$ cat config.mk
export PLATFORM = sky130hd
export DESIGN_NAME = conv_engine_top
export DESIGN_NICKNAME = d
export VERILOG_FILES = /design/src/source/conv_types_pkg.sv /design/src/source/conv_ctrl_pkg.sv /design/src/source/shift_add_mult.sv /design/src/source/adder_tree.sv /design/src/source/conv55_clb.sv /design/src/source/line_window.sv /design/src/source/conv_ctrl.sv /design/src/source/conv_engine_top.sv
export SDC_FILE = /design/constraint.sdc
export NUM_CORES = 2
export LEC_CHECK = 0
export BUFFER_PORTS_ARGS = -buffer_cell sky130_fd_sc_hd__buf_2
export CELL_PAD_IN_SITES_DETAIL_PLACEMENT = 2
export CELL_PAD_IN_SITES_GLOBAL_PLACEMENT = 2
export CORE_ASPECT_RATIO = 0.9
export CORE_MARGIN = 4
export CORE_UTILIZATION = 40
export CTS_CLUSTER_DIAMETER = 200
export DETAILED_ROUTE_END_ITERATION = 8
export PLACE_DENSITY = 0.85
export SYNTH_ARGS = -nofsm -noshare
export SYNTH_HDL_FRONTEND = slang
export SYNTH_SLANG_ARGS = --single-unit
$ cat constraint.sdc
create_clock -name clk -period 18.71 [get_ports clk]
set_input_delay 0.9355 -clock clk [delete_from_list [all_inputs] [get_ports clk]]
set_output_delay 0.9355 -clock clk [all_outputs]
set_load 0.02 [all_outputs]
$ cat src/source/conv_types_pkg.sv
package conv_types_pkg;

  // Kernel geometry
  localparam int kdim = 5;
  localparam int taps = kdim * kdim;

  // Scalar widths on the data path
  typedef logic [5:0]  pixel_t;
  typedef logic [5:0]  coef_t;
  typedef logic [11:0] product_t;
  typedef logic [17:0] conv_sum_t;

  // Index r*kdim+c is the pixel at (row-4+r, col-4+c) of the newest pixel
  typedef struct packed {
    logic                  valid;
    pixel_t [taps-1:0]     pix;
  } window_t;

  // Same index order as the window
  typedef coef_t [taps-1:0] kernel_t;

  typedef struct packed {
    logic      valid;
    conv_sum_t sum;
  } result_t;

endpackage

$ cat src/source/conv_ctrl_pkg.sv
package conv_ctrl_pkg;

  // Host command opcodes
  typedef enum logic [1:0] {
    op_kernel_begin = 2'd0,
    op_coef         = 2'd1,
    op_frame_start  = 2'd2,
    op_pixel        = 2'd3
  } cmd_op_e;

  // Sequencer states
  typedef enum logic [1:0] {
    st_idle   = 2'd0,
    st_load   = 2'd1,
    st_stream = 2'd2
  } seq_state_e;

  // One host command, acted on while valid is high
  typedef struct packed {
    logic       valid;
    cmd_op_e    op;
    logic [5:0] data;
  } cmd_t;

endpackage

$ cat src/source/shift_add_mult.sv
`timescale 1ns/1ps

module shift_add_mult (
  input  conv_types_pkg::pixel_t   a,
  input  conv_types_pkg::coef_t    b,
  output conv_types_pkg::product_t p
);

  conv_types_pkg::product_t acc;

  // Add a shifted copy of a for every set bit of b
  always_comb begin
    acc = '0;
    for (int i = 0; i < $bits(conv_types_pkg::coef_t); i++) begin
      if (b[i]) begin
        acc = acc + (conv_types_pkg::product_t'(a) << i);
      end
    end
  end

  assign p = acc;

endmodule

$ cat src/source/adder_tree.sv
`timescale 1ns/1ps

module adder_tree (
  input  logic                                                clk,
  input  logic                                                rst,
  input  conv_types_pkg::product_t [conv_types_pkg::taps-1:0] products,
  input  logic                                                valid_in,
  output conv_types_pkg::result_t                             sum
);

  conv_types_pkg::conv_sum_t lvl1 [13];
  conv_types_pkg::conv_sum_t lvl2 [7];
  conv_types_pkg::conv_sum_t lvl3 [4];
  conv_types_pkg::conv_sum_t lvl4 [2];
  conv_types_pkg::conv_sum_t sum_q;
  logic                      valid_q;

  // Pairwise levels, the odd element passes through
  always_comb begin
    for (int i = 0; i < 12; i++) begin
      lvl1[i] = conv_types_pkg::conv_sum_t'(products[2*i])
              + conv_types_pkg::conv_sum_t'(products[2*i+1]);
    end
    lvl1[12] = conv_types_pkg::conv_sum_t'(products[24]);
    for (int i = 0; i < 6; i++) begin
      lvl2[i] = lvl1[2*i] + lvl1[2*i+1];
    end
    lvl2[6] = lvl1[12];
    for (int i = 0; i < 3; i++) begin
      lvl3[i] = lvl2[2*i] + lvl2[2*i+1];
    end
    lvl3[3] = lvl2[6];
    lvl4[0] = lvl3[0] + lvl3[1];
    lvl4[1] = lvl3[2] + lvl3[3];
  end

  always_ff @(posedge clk) begin
    sum_q <= lvl4[0] + lvl4[1];
  end

  always_ff @(posedge clk) begin
    if (rst) begin
      valid_q <= 1'b0;
    end else begin
      valid_q <= valid_in;
    end
  end

  assign sum = '{valid: valid_q, sum: sum_q};

endmodule

$ cat src/source/conv55_clb.sv
`timescale 1ns/1ps

module conv55_clb (
  input  logic                    clk,
  input  logic                    rst,
  input  conv_types_pkg::window_t window,
  input  conv_types_pkg::kernel_t kernel,
  output conv_types_pkg::result_t result
);

  conv_types_pkg::product_t [conv_types_pkg::taps-1:0] products;

  // One multiplier per tap, window tap i against coefficient i
  genvar i;
  generate
    for (i = 0; i < conv_types_pkg::taps; i++) begin : g_tap
      shift_add_mult u_mult (
        .a (window.pix[i]),
        .b (kernel[i]),
        .p (products[i])
      );
    end
  endgenerate

  // Valid rides with its window so it leaves with the matching sum
  adder_tree u_tree (
    .clk      (clk),
    .rst      (rst),
    .products (products),
    .valid_in (window.valid),
    .sum      (result)
  );

endmodule

$ cat src/source/line_window.sv
`timescale 1ns/1ps

module line_window #(
  parameter int img_width = 8
) (
  input  logic                    clk,
  input  logic                    rst,
  input  logic                    pixel_push,
  input  conv_types_pkg::pixel_t  pixel,
  input  logic                    win_ok,
  output conv_types_pkg::window_t window
);

  localparam int kdim  = conv_types_pkg::kdim;
  localparam int ptr_w = (img_width > 1) ? $clog2(img_width) : 1;

  logic [ptr_w-1:0]                                   wr_ptr;
  conv_types_pkg::pixel_t                             lines [kdim-1][img_width];
  conv_types_pkg::pixel_t                             col_in [kdim];
  conv_types_pkg::pixel_t [conv_types_pkg::taps-1:0] win_pix;
  logic                                               win_valid;

  // New right column, lines[0] holds the row just above
  always_comb begin
    col_in[kdim-1] = pixel;
    for (int r = 0; r < kdim-1; r++) begin
      col_in[kdim-2-r] = lines[r][wr_ptr];
    end
  end

  // Chained delay lines of img_width pushes each
  always_ff @(posedge clk) begin
    if (rst) begin
      wr_ptr <= '0;
      for (int l = 0; l < kdim-1; l++) begin
        for (int i = 0; i < img_width; i++) begin
          lines[l][i] <= '0;
        end
      end
    end else if (pixel_push) begin
      wr_ptr <= (wr_ptr == ptr_w'(img_width-1)) ? '0 : wr_ptr + 1'b1;
      lines[0][wr_ptr] <= pixel;
      for (int l = 1; l < kdim-1; l++) begin
        lines[l][wr_ptr] <= lines[l-1][wr_ptr];
      end
    end
  end

  // Shift window left one column on each push
  always_ff @(posedge clk) begin
    if (pixel_push) begin
      for (int r = 0; r < kdim; r++) begin
        for (int c = 0; c < kdim-1; c++) begin
          win_pix[r*kdim+c] <= win_pix[r*kdim+c+1];
        end
        win_pix[r*kdim+kdim-1] <= col_in[r];
      end
    end
  end

  always_ff @(posedge clk) begin
    if (rst) begin
      win_valid <= 1'b0;
    end else begin
      win_valid <= pixel_push & win_ok;
    end
  end

  assign window = '{valid: win_valid, pix: win_pix};

endmodule

$ cat src/source/conv_ctrl.sv
`timescale 1ns/1ps

module conv_ctrl #(
  parameter int img_width = 8
) (
  input  logic                    clk,
  input  logic                    rst,
  input  conv_ctrl_pkg::cmd_t     cmd,
  output logic                    pixel_push,
  output conv_types_pkg::pixel_t  pixel,
  output logic                    win_ok,
  output conv_types_pkg::kernel_t kernel,
  output logic                    kernel_ready
);

  localparam int kdim  = conv_types_pkg::kdim;
  localparam int taps  = conv_types_pkg::taps;
  localparam int col_w = (img_width > 1) ? $clog2(img_width) : 1;
  localparam int row_w = $clog2(kdim);
  localparam int idx_w = $clog2(taps);

  conv_ctrl_pkg::seq_state_e state;
  logic [idx_w-1:0]          load_idx;
  logic [col_w-1:0]          col;
  logic [row_w-1:0]          row;
  logic                      do_coef;

  // Pixel strobe goes straight to the window in the same cycle
  assign pixel_push = cmd.valid && cmd.op == conv_ctrl_pkg::op_pixel &&
                      state == conv_ctrl_pkg::st_stream;
  assign pixel      = cmd.data;
  // Row counter saturates at kdim-1, so equality means enough rows
  assign win_ok     = pixel_push && row == row_w'(kdim-1) && col >= col_w'(kdim-1);
  assign do_coef    = cmd.valid && cmd.op == conv_ctrl_pkg::op_coef &&
                      state == conv_ctrl_pkg::st_load;

  always_ff @(posedge clk) begin
    if (rst) begin
      state        <= conv_ctrl_pkg::st_idle;
      load_idx     <= '0;
      kernel_ready <= 1'b0;
      col          <= '0;
      row          <= '0;
    end else if (cmd.valid) begin
      case (cmd.op)
        conv_ctrl_pkg::op_kernel_begin: begin
          state        <= conv_ctrl_pkg::st_load;
          load_idx     <= '0;
          kernel_ready <= 1'b0;
        end
        conv_ctrl_pkg::op_coef: begin
          if (do_coef) begin
            if (load_idx == idx_w'(taps-1)) begin
              state        <= conv_ctrl_pkg::st_idle;
              kernel_ready <= 1'b1;
            end else begin
              load_idx <= load_idx + 1'b1;
            end
          end
        end
        conv_ctrl_pkg::op_frame_start: begin
          state <= conv_ctrl_pkg::st_stream;
          col   <= '0;
          row   <= '0;
        end
        default: begin
          if (pixel_push) begin
            if (col == col_w'(img_width-1)) begin
              col <= '0;
              if (row != row_w'(kdim-1)) begin
                row <= row + 1'b1;
              end
            end else begin
              col <= col + 1'b1;
            end
          end
        end
      endcase
    end
  end

  // Coefficient store
  always_ff @(posedge clk) begin
    if (rst) begin
      kernel <= '0;
    end else if (do_coef) begin
      kernel[load_idx] <= cmd.data;
    end
  end

endmodule

$ cat src/source/conv_engine_top.sv
`timescale 1ns/1ps

module conv_engine_top #(
  parameter int img_width = 8
) (
  input  logic                    clk,
  input  logic                    rst,
  input  conv_ctrl_pkg::cmd_t     cmd,
  output conv_types_pkg::result_t result,
  output logic                    kernel_ready
);

  logic                    pixel_push;
  conv_types_pkg::pixel_t  pixel;
  logic                    win_ok;
  conv_types_pkg::kernel_t kernel;
  conv_types_pkg::window_t window;

  conv_ctrl #(
    .img_width (img_width)
  ) u_ctrl (
    .clk          (clk),
    .rst          (rst),
    .cmd          (cmd),
    .pixel_push   (pixel_push),
    .pixel        (pixel),
    .win_ok       (win_ok),
    .kernel       (kernel),
    .kernel_ready (kernel_ready)
  );

  line_window #(
    .img_width (img_width)
  ) u_window (
    .clk        (clk),
    .rst        (rst),
    .pixel_push (pixel_push),
    .pixel      (pixel),
    .win_ok     (win_ok),
    .window     (window)
  );

  conv55_clb u_clb (
    .clk    (clk),
    .rst    (rst),
    .window (window),
    .kernel (kernel),
    .result (result)
  );

endmodule

### Word-level counts from Yosys, hierarchy flattened

Memories as Yosys holds them, arrays and structs flattened.
Cells that the tools add are included.

| cells by class | value |
|---|---|
| add/subtract/negate cells | 153 |
| order comparisons | 5 |
| equal/unequal tests | 13 |
| multiplexer cells | 381 |
| bitwise operators | 195 |
| reduce and logical (&&, ||, !) cells | 20 |

Operators with widths:

| cell | number |
|---|---|
| two-way mux 12 bit | 125 |
| adder 12 x 10 -> 12 bit | 25 |
| adder 12 x 11 -> 12 bit | 25 |
| adder 12 x 7 -> 12 bit | 25 |
| adder 12 x 8 -> 12 bit | 25 |
| adder 12 x 9 -> 12 bit | 25 |
| two-way mux 6 bit | 35 |
| two-way mux 1 bit | 198 |
| OR 1 bit | 192 |
| adder 12 x 12 -> 13 bit | 12 |
| bitwise mux 150 bit | 1 |
| binary-select mux 6 bit (select 3 bit) | 4 |
| adder 13 x 13 -> 14 bit | 5 |
| two-way mux 48 bit | 1 |
| adder 14 x 14 -> 15 bit | 2 |
| demux 6 bit (select 5 bit) | 1 |
| adder 18 x 13 -> 18 bit | 1 |
| adder 18 x 14 -> 18 bit | 1 |
| adder 18 x 15 -> 18 bit | 1 |
| adder 18 x 16 -> 18 bit | 1 |
| demux 6 bit (select 3 bit) | 1 |
| two-way mux 3 bit | 6 |
| adder 15 x 12 -> 16 bit | 1 |
| case mux 3 bit (2 select lines) | 2 |
| other kinds (30) | 52 |

| storage, ports and cells | value |
|---|---|
| register bits after elaboration | 337 |
| memory bits (writable) | 192 |
| input bits | 11 |
| output and inout bits | 20 |
| logic and storage cells | 827 |
| memories | 1 |

Memories:

| name | words | width | read ports | clocked after Yosys merged registers in | wr ports | RTL line | RTL |
|---|---|---|---|---|---|---|---|
| u_window.lines | 4 | 48 | 4 | 0 | 4 | line_window.sv:18 | `conv_types_pkg::pixel_t lines [kdim-1][img_width];` |

### Longest topological paths before layout

| depth | value |
|---|---|
| word-level depth | 16 |
| mapped depth | 59 |
| depth with buffers taken out | 58 |

### Hierarchy

From an unflattened synthesis, not the netlist that was laid out.

| unflattened totals | value |
|---|---|
| cell total of the unflattened synthesis | 7,884 |
| area total of the unflattened synthesis | 69,075.0 um2 |

Modules (own cells, without submodules):

| module | times used | cells each | area an instance (um2) | seq. area each (um2) |
|---|---|---|---|---|
| shift_add_mult (u_clb.g_tap[21].u_mult ...) | 12 | 217 | 1,586.5 | 0.0 |
| line_window | 1 | 801 | 12,924.9 | 9,449.1 |
| shift_add_mult (u_clb.g_tap[14].u_mult ...) | 7 | 225 | 1,625.3 | 0.0 |
| adder_tree | 1 | 934 | 9,028.7 | 380.4 |
| shift_add_mult (u_clb.g_tap[0].u_mult ...) | 5 | 221 | 1,627.8 | 0.0 |
| conv_ctrl | 1 | 652 | 6,995.5 | 3,283.1 |
| shift_add_mult (u_clb.g_tap[20].u_mult) | 1 | 213 | 1,571.5 | 0.0 |

### Worst setup path before layout

OpenSTA, ideal clock, no wires.

| timing | value |
|---|---|
| path type | register -> register |
| start | register u_window.win_pix, in the netlist u_window.window[1] |
| end | register u_clb.u_tree.sum_q[15] |
| setup time | 106 ps |
| arrival | 11,870 ps |
| required time | 18,604 ps |
| path slack | 6,734 ps |
| cell stages (with the launch flop) | 51 |
| clock period less this slack | 11,976 ps |
| cell sequence | edfxtp_1 -> and2_1 -> ha_1 -> fa_1 -> o21ai_0 -> o21ai_1 -> a21o_1 -> xnor2_1 -> nand2_1 -> o21ai_0 -> ha_1 -> o21a_1 -> a21oi_1 -> nor3_1 -> a2111oi_2 -> a21oi_1 -> nor3b_2 -> nor2_1 -> [15 not listed] -> and3_1 -> a2111oi_0 -> o21bai_1 -> xor2_1 -> fa_1 -> fa_1 -> inv_1 -> fa_1 -> fa_1 -> fa_1 -> fa_1 -> fa_1 -> inv_1 -> ha_1 -> nand3_1 -> a21oi_1 -> or4_1 -> o311ai_0 |

| between the ends | value |
|---|---|
| cells in the longest elaborated chain, start to end | 16 |

Ends and longest elaborated chain:

| item | RTL line | RTL |
|---|---|---|
| start, declared | line_window.sv:20 | `conv_types_pkg::pixel_t [conv_types_pkg::taps-1:0] win_pix;` |
| start signal, assigned by index | line_window.sv:54 | `win_pix[r*kdim+c] <= win_pix[r*kdim+c+1];` |
| start signal, assigned by index | line_window.sv:56 | `win_pix[r*kdim+kdim-1] <= col_in[r];` |
| two-way mux 6 bit | shift_add_mult.sv:15 | `if (b[i]) begin` |
| adder 12 x 7 -> 12 bit | shift_add_mult.sv:16 | `acc = acc + (conv_types_pkg::product_t'(a) << i);` |
| two-way mux 12 bit | shift_add_mult.sv:15 |  |
| adder 12 x 8 -> 12 bit | shift_add_mult.sv:16 |  |
| two-way mux 12 bit | shift_add_mult.sv:15 |  |
| adder 12 x 9 -> 12 bit | shift_add_mult.sv:16 |  |
| two-way mux 12 bit | shift_add_mult.sv:15 |  |
| adder 12 x 10 -> 12 bit | shift_add_mult.sv:16 |  |
| two-way mux 12 bit | shift_add_mult.sv:15 |  |
| adder 12 x 11 -> 12 bit | shift_add_mult.sv:16 |  |
| two-way mux 12 bit * | shift_add_mult.sv:15 |  |
| adder 12 x 12 -> 13 bit * | adder_tree.sv:22 | `+ conv_types_pkg::conv_sum_t'(products[2*i+1]);` |
| adder 18 x 13 -> 18 bit * | adder_tree.sv:26 | `lvl2[i] = lvl1[2*i] + lvl1[2*i+1];` |
| adder 18 x 14 -> 18 bit * | adder_tree.sv:30 | `lvl3[i] = lvl2[2*i] + lvl2[2*i+1];` |
| adder 18 x 15 -> 18 bit * | adder_tree.sv:33 | `lvl4[0] = lvl3[0] + lvl3[1];` |
| adder 18 x 16 -> 18 bit * | adder_tree.sv:38 | `sum_q <= lvl4[0] + lvl4[1];` |
| end signal, assigned | adder_tree.sv:38 |  |
| end, declared | adder_tree.sv:15 | `conv_types_pkg::conv_sum_t sum_q;` |

Every way passes the cells marked *; elsewhere a longest branch is shown, timed or not.
A chain may end at the register's enable or synchronous reset.

### Final worst setup path

Ends and elaborated chain as after synthesis.

==> flow_metrics.py <==
metrics = {
    "outcome": {
        "run_status": "complete, but fails checks",
        "violations": "max-capacitance violations, max-slew violations",
    },
    "pwr": {
        "leakagePower_nw": 30.8,
        "power_per_cell_area_nw_per_um2": 40.0,
        "vdd_drop_max_mv": 0.0765,
        "post-layout-total-power_mw": 2.71,
    },
    "grt": {
        "grt_first_pass_wirelength_um": 386000,
        "maximum_number_of_pins_on_one_net_before_global_route_repair": 110,
        "gr-usage-all-layers": 0.296,
        "antenna_found_initial": 5,
        "first_global_vias": 64014,
        "globalRoute.totalOverflow": 0,
    },
    "cts": {
        "clock_tree.buffer_depth": 3,
        "cts-htree-levels": 3,
        "root_buffer": "clkbuf_16",
        "post_cts_resize_count": 0,
        "clock_tree_from_tritoncts": "yes",
        "clock_latency_late_sink_ns": 0.72,
        "cts.repair_timing.setup_buffer_count": 0,
        "cts_buffers": 69,
        "clkSlewWorstSetupHoldPaths_ns": 0.06,
        "hold_buffers": 0,
        "total_number_of_clock_tree_sinks": 528,
    },
    "floorplanning": {
        "die_height_um": 386,
        "initial_core_utilization": 0.403,
        "core_area_um2": 157000,
        "die_area_um2": 165000,
        "floorplan.rows": 138,
        "fp.dieW_um": 428,
        "num_io_pins": 31,
    },
    "sta": {
        "rsz_0062_raised_after_global_routing": "no",
        "final-max-slew-violation-count": 10,
        "timing.final.setup_violations": 0,
        "fin_crit_ns": 14.30,
        "report.final.hold_viol_count": 0,
        "relSlewSlack": -0.0191,
        "setup_ws_post_layout_ns": 4.41,
        "clock_tree_skew_after_final_layout_ns": 0.0486,
        "setup_total_negative_slack_ns": 0,
        "fmaxAchievable_mhz": 70.0,
        "timing.final.crit_share": 0.764,
        "worstMarginPinSlew_ns": 1.52,
    },
    "synth": {
        "ys_dominant_reg_cell": "dfxtp_1",
        "synthTopCellsByArea": "ha_1 15%, fa_1 12%, edfxtp_1 12%",
        "syn_area_um2": 63500,
        "post_synth_inst_count": 7285,
        "synthArstFlopShare": 0,
        "synthesis.area_per_instance_um2": 8.72,
        "area_leader_netlist": "ha_1",
        "synth-edff-count": 252,
        "synth-seq-cells": 528,
        "ys_seq_area_frac": 0.206,
        "synth_warnings": 0,
        "mappedNetlistNets": 8457,
        "synth.lib_cells_used.distinct": 91,
        "synth_largest_type_area_fraction": 0.152,
    },
    "worst_setup_path": {
        "crit_start_category": "register",
        "crit_top_cell": "fa_1",
        "worst_path_largest_cell_delay_ns": 0.58,
        "cp_max_fo": 9,
        "timing_worst_setup_path_type": "reg -> reg",
        "cp.arrival_ns": 14.89,
        "crit_slowest_cell": "edfxtp_1",
        "reg2reg_from": "u_window.window[1]$_DFFE_PP_",
        "ff2ff_path_depth": 50,
        "critical_path.endpoint_type": "register",
        "startpoint": "u_window.window[1]$_DFFE_PP_",
        "timing.critical_path.required_ns": 19.31,
    },
    "drt": {
        "antenna_left": 0,
        "router_iterations_before_antenna_repair": 6,
        "detail_route.vias_per_cell": 6.00,
        "routedWlPerCell_um": 26.7,
        "drc_errors": 0,
        "num_vias": 55974,
        "wirelength_um": 249000,
        "initialDrtViolationCount": 3361,
    },
    "layout": {
        "final_layout_size_suffix_gt1_frac": 0.0587,
        "finish.net_count": 8343,
        "syn2layout_area_growth_pct": 6.90,
    },
    "place": {
        "dp_slack_ns": 4.61,
        "gp_congestion": 0.931,
        "numPortBuffers": 29,
        "post-dp-hpwl_um": 187000,
    },
    "job": {
        "cap_violations": 1,
    },
    "min_path": {
        "worst_hold_path.num_cells": 1,
        "hp-start": "u_window.win_valid$_SDFF_PP0_",
        "worst_hold_path_type": "reg -> reg",
    },
}
-- per-layer routing --
metal | routed length (um) | vias to the layer above | track usage
met1 | 101000 | 28759 | 0.348
met2 | 121000 | 1436 | 0.520
met5 | 13 | - | 0
met4 | 16000 | 2 | 0.166
met3 | 11300 | 663 | 0.0425
li1 | - | 25114 | -
-- synthesized netlist by cell type (186+ instances only) --
library cell / n
and2_1: 186
ha_1: 774
o21ai_0: 398
a21oi_1: 668
a21o_1: 218
inv_1: 877
dfxtp_1: 276
clkbuf_1: 202
nand3_1: 205
xnor2_1: 410
nand2_1: 589
fa_1: 387
edfxtp_1: 252
nor2_1: 248
-- sequential cells by signal (all words and copies together), names as in the netlist, 2 cells and up --
signal / cells
u_window.lines: 192
u_ctrl.kernel: 150
u_window.window: 150
u_clb.u_tree.sum_q: 17
u_ctrl.load_idx: 5
u_ctrl.row: 3
u_ctrl.col: 3
u_window.wr_ptr: 3
u_ctrl.state: 2
-- cell usage in the layout (no fill, tap or decap), drive strengths merged, types with 38 or more instances in the layout --
cell,netlist,layout
inv,889,891
ha,774,774
a21oi,669,669
nand2,589,589
xnor2,410,410
o21ai,407,407
fa,387,387
dfxtp,276,276
edfxtp,252,252
nor2,248,248
a21o,219,219
nand3,205,205
and2,186,186
mux2i,180,180
mux2,150,150
nor2b,146,146
nand3b,98,98
clkbuf,205,95
o21a,86,86
o21bai,83,83
nand2b,67,67
buf,44,63
or3,47,47
nor3,42,42
a211oi,40,40
a21boi,39,39
and3,38,38
a22oi,38,38
-- critical path, delay by kind of cell (launching register included) --
kind | cells | cell delay (ns)
fa+ha+maj | 15 | 6.80
xor+xnor | 4 | 0.81
simple gates | 10 | 2.14
buf+inv | 2 | 0.12
compound gates | 19 | 3.74
flops | 1 | 0.58
-- final timing paths --
path | to | slack [ns]
hold reg to reg | u_clb.u_tree.valid_q$_SDFF_PP0_ | 0.46
setup / recovery | u_clb.u_tree.sum_q[15]$_DFF_P_ | 4.41
hold / removal | u_clb.u_tree.valid_q$_SDFF_PP0_ | 0.46
setup reg to reg | u_clb.u_tree.sum_q[15]$_DFF_P_ | 4.41
-- stage by stage --
stage	hold WS, ns	area [um^2]	std cells	util
2_1_floorplan	0.414	63500	7285	-
4_1_cts	0.464	67900	9328	0.431
3_3_place_gp	0.425	65600	9200	0.417
6_report	0.462	67900	9329	0.431
3_5_place_dp	0.432	65600	9200	0.417
5_1_grt	0.486	67900	9328	0.431
-- layout make-up --
| class | instances | area [um^2] |
|---|---|---|
| Antenna cell | 1 | 2.50 |
| Clock buffer | 94 | 1860 |
| Clock inverter | 34 | 442 |
| Fill cell | 17317 | 89500 |
| Inverter | 902 | 3390 |
| Multi-Input combinational cell | 5606 | 46100 |
| Sequential cell | 528 | 13100 |
| Tap cell | 2100 | 2630 |
| Timing Repair Buffer | 64 | 424 |
-- kinds of logic (layout without fill, tap and decap cells) --
family | Yosys count | count (layout) | share of synthesized area
AO/OA/AOI/OAI | 1907 | 1907 | 0.191
XOR/XNOR | 442 | 442 | 0.0609
adder cells (fa/ha/maj) | 1161 | 1161 | 0.274
buffers and inverters | 1151 | 1094 | 0.0693
flip-flops | 528 | 528 | 0.206
multiplexers | 344 | 344 | 0.0599
other | 1 | 2 | 0.0000590
AND/OR/NAND/NOR | 1751 | 1751 | 0.138
-- report_power, final --
group	leakage (nW)	internal [mW]	switching, mW
Sequential	4.64	1.21	0.00976
Combinational	25.1	0.0241	0.0672
Clock	1.10	0.771	0.627
Total	30.8	2.01	0.704
(Power assumes the default switching activity.)
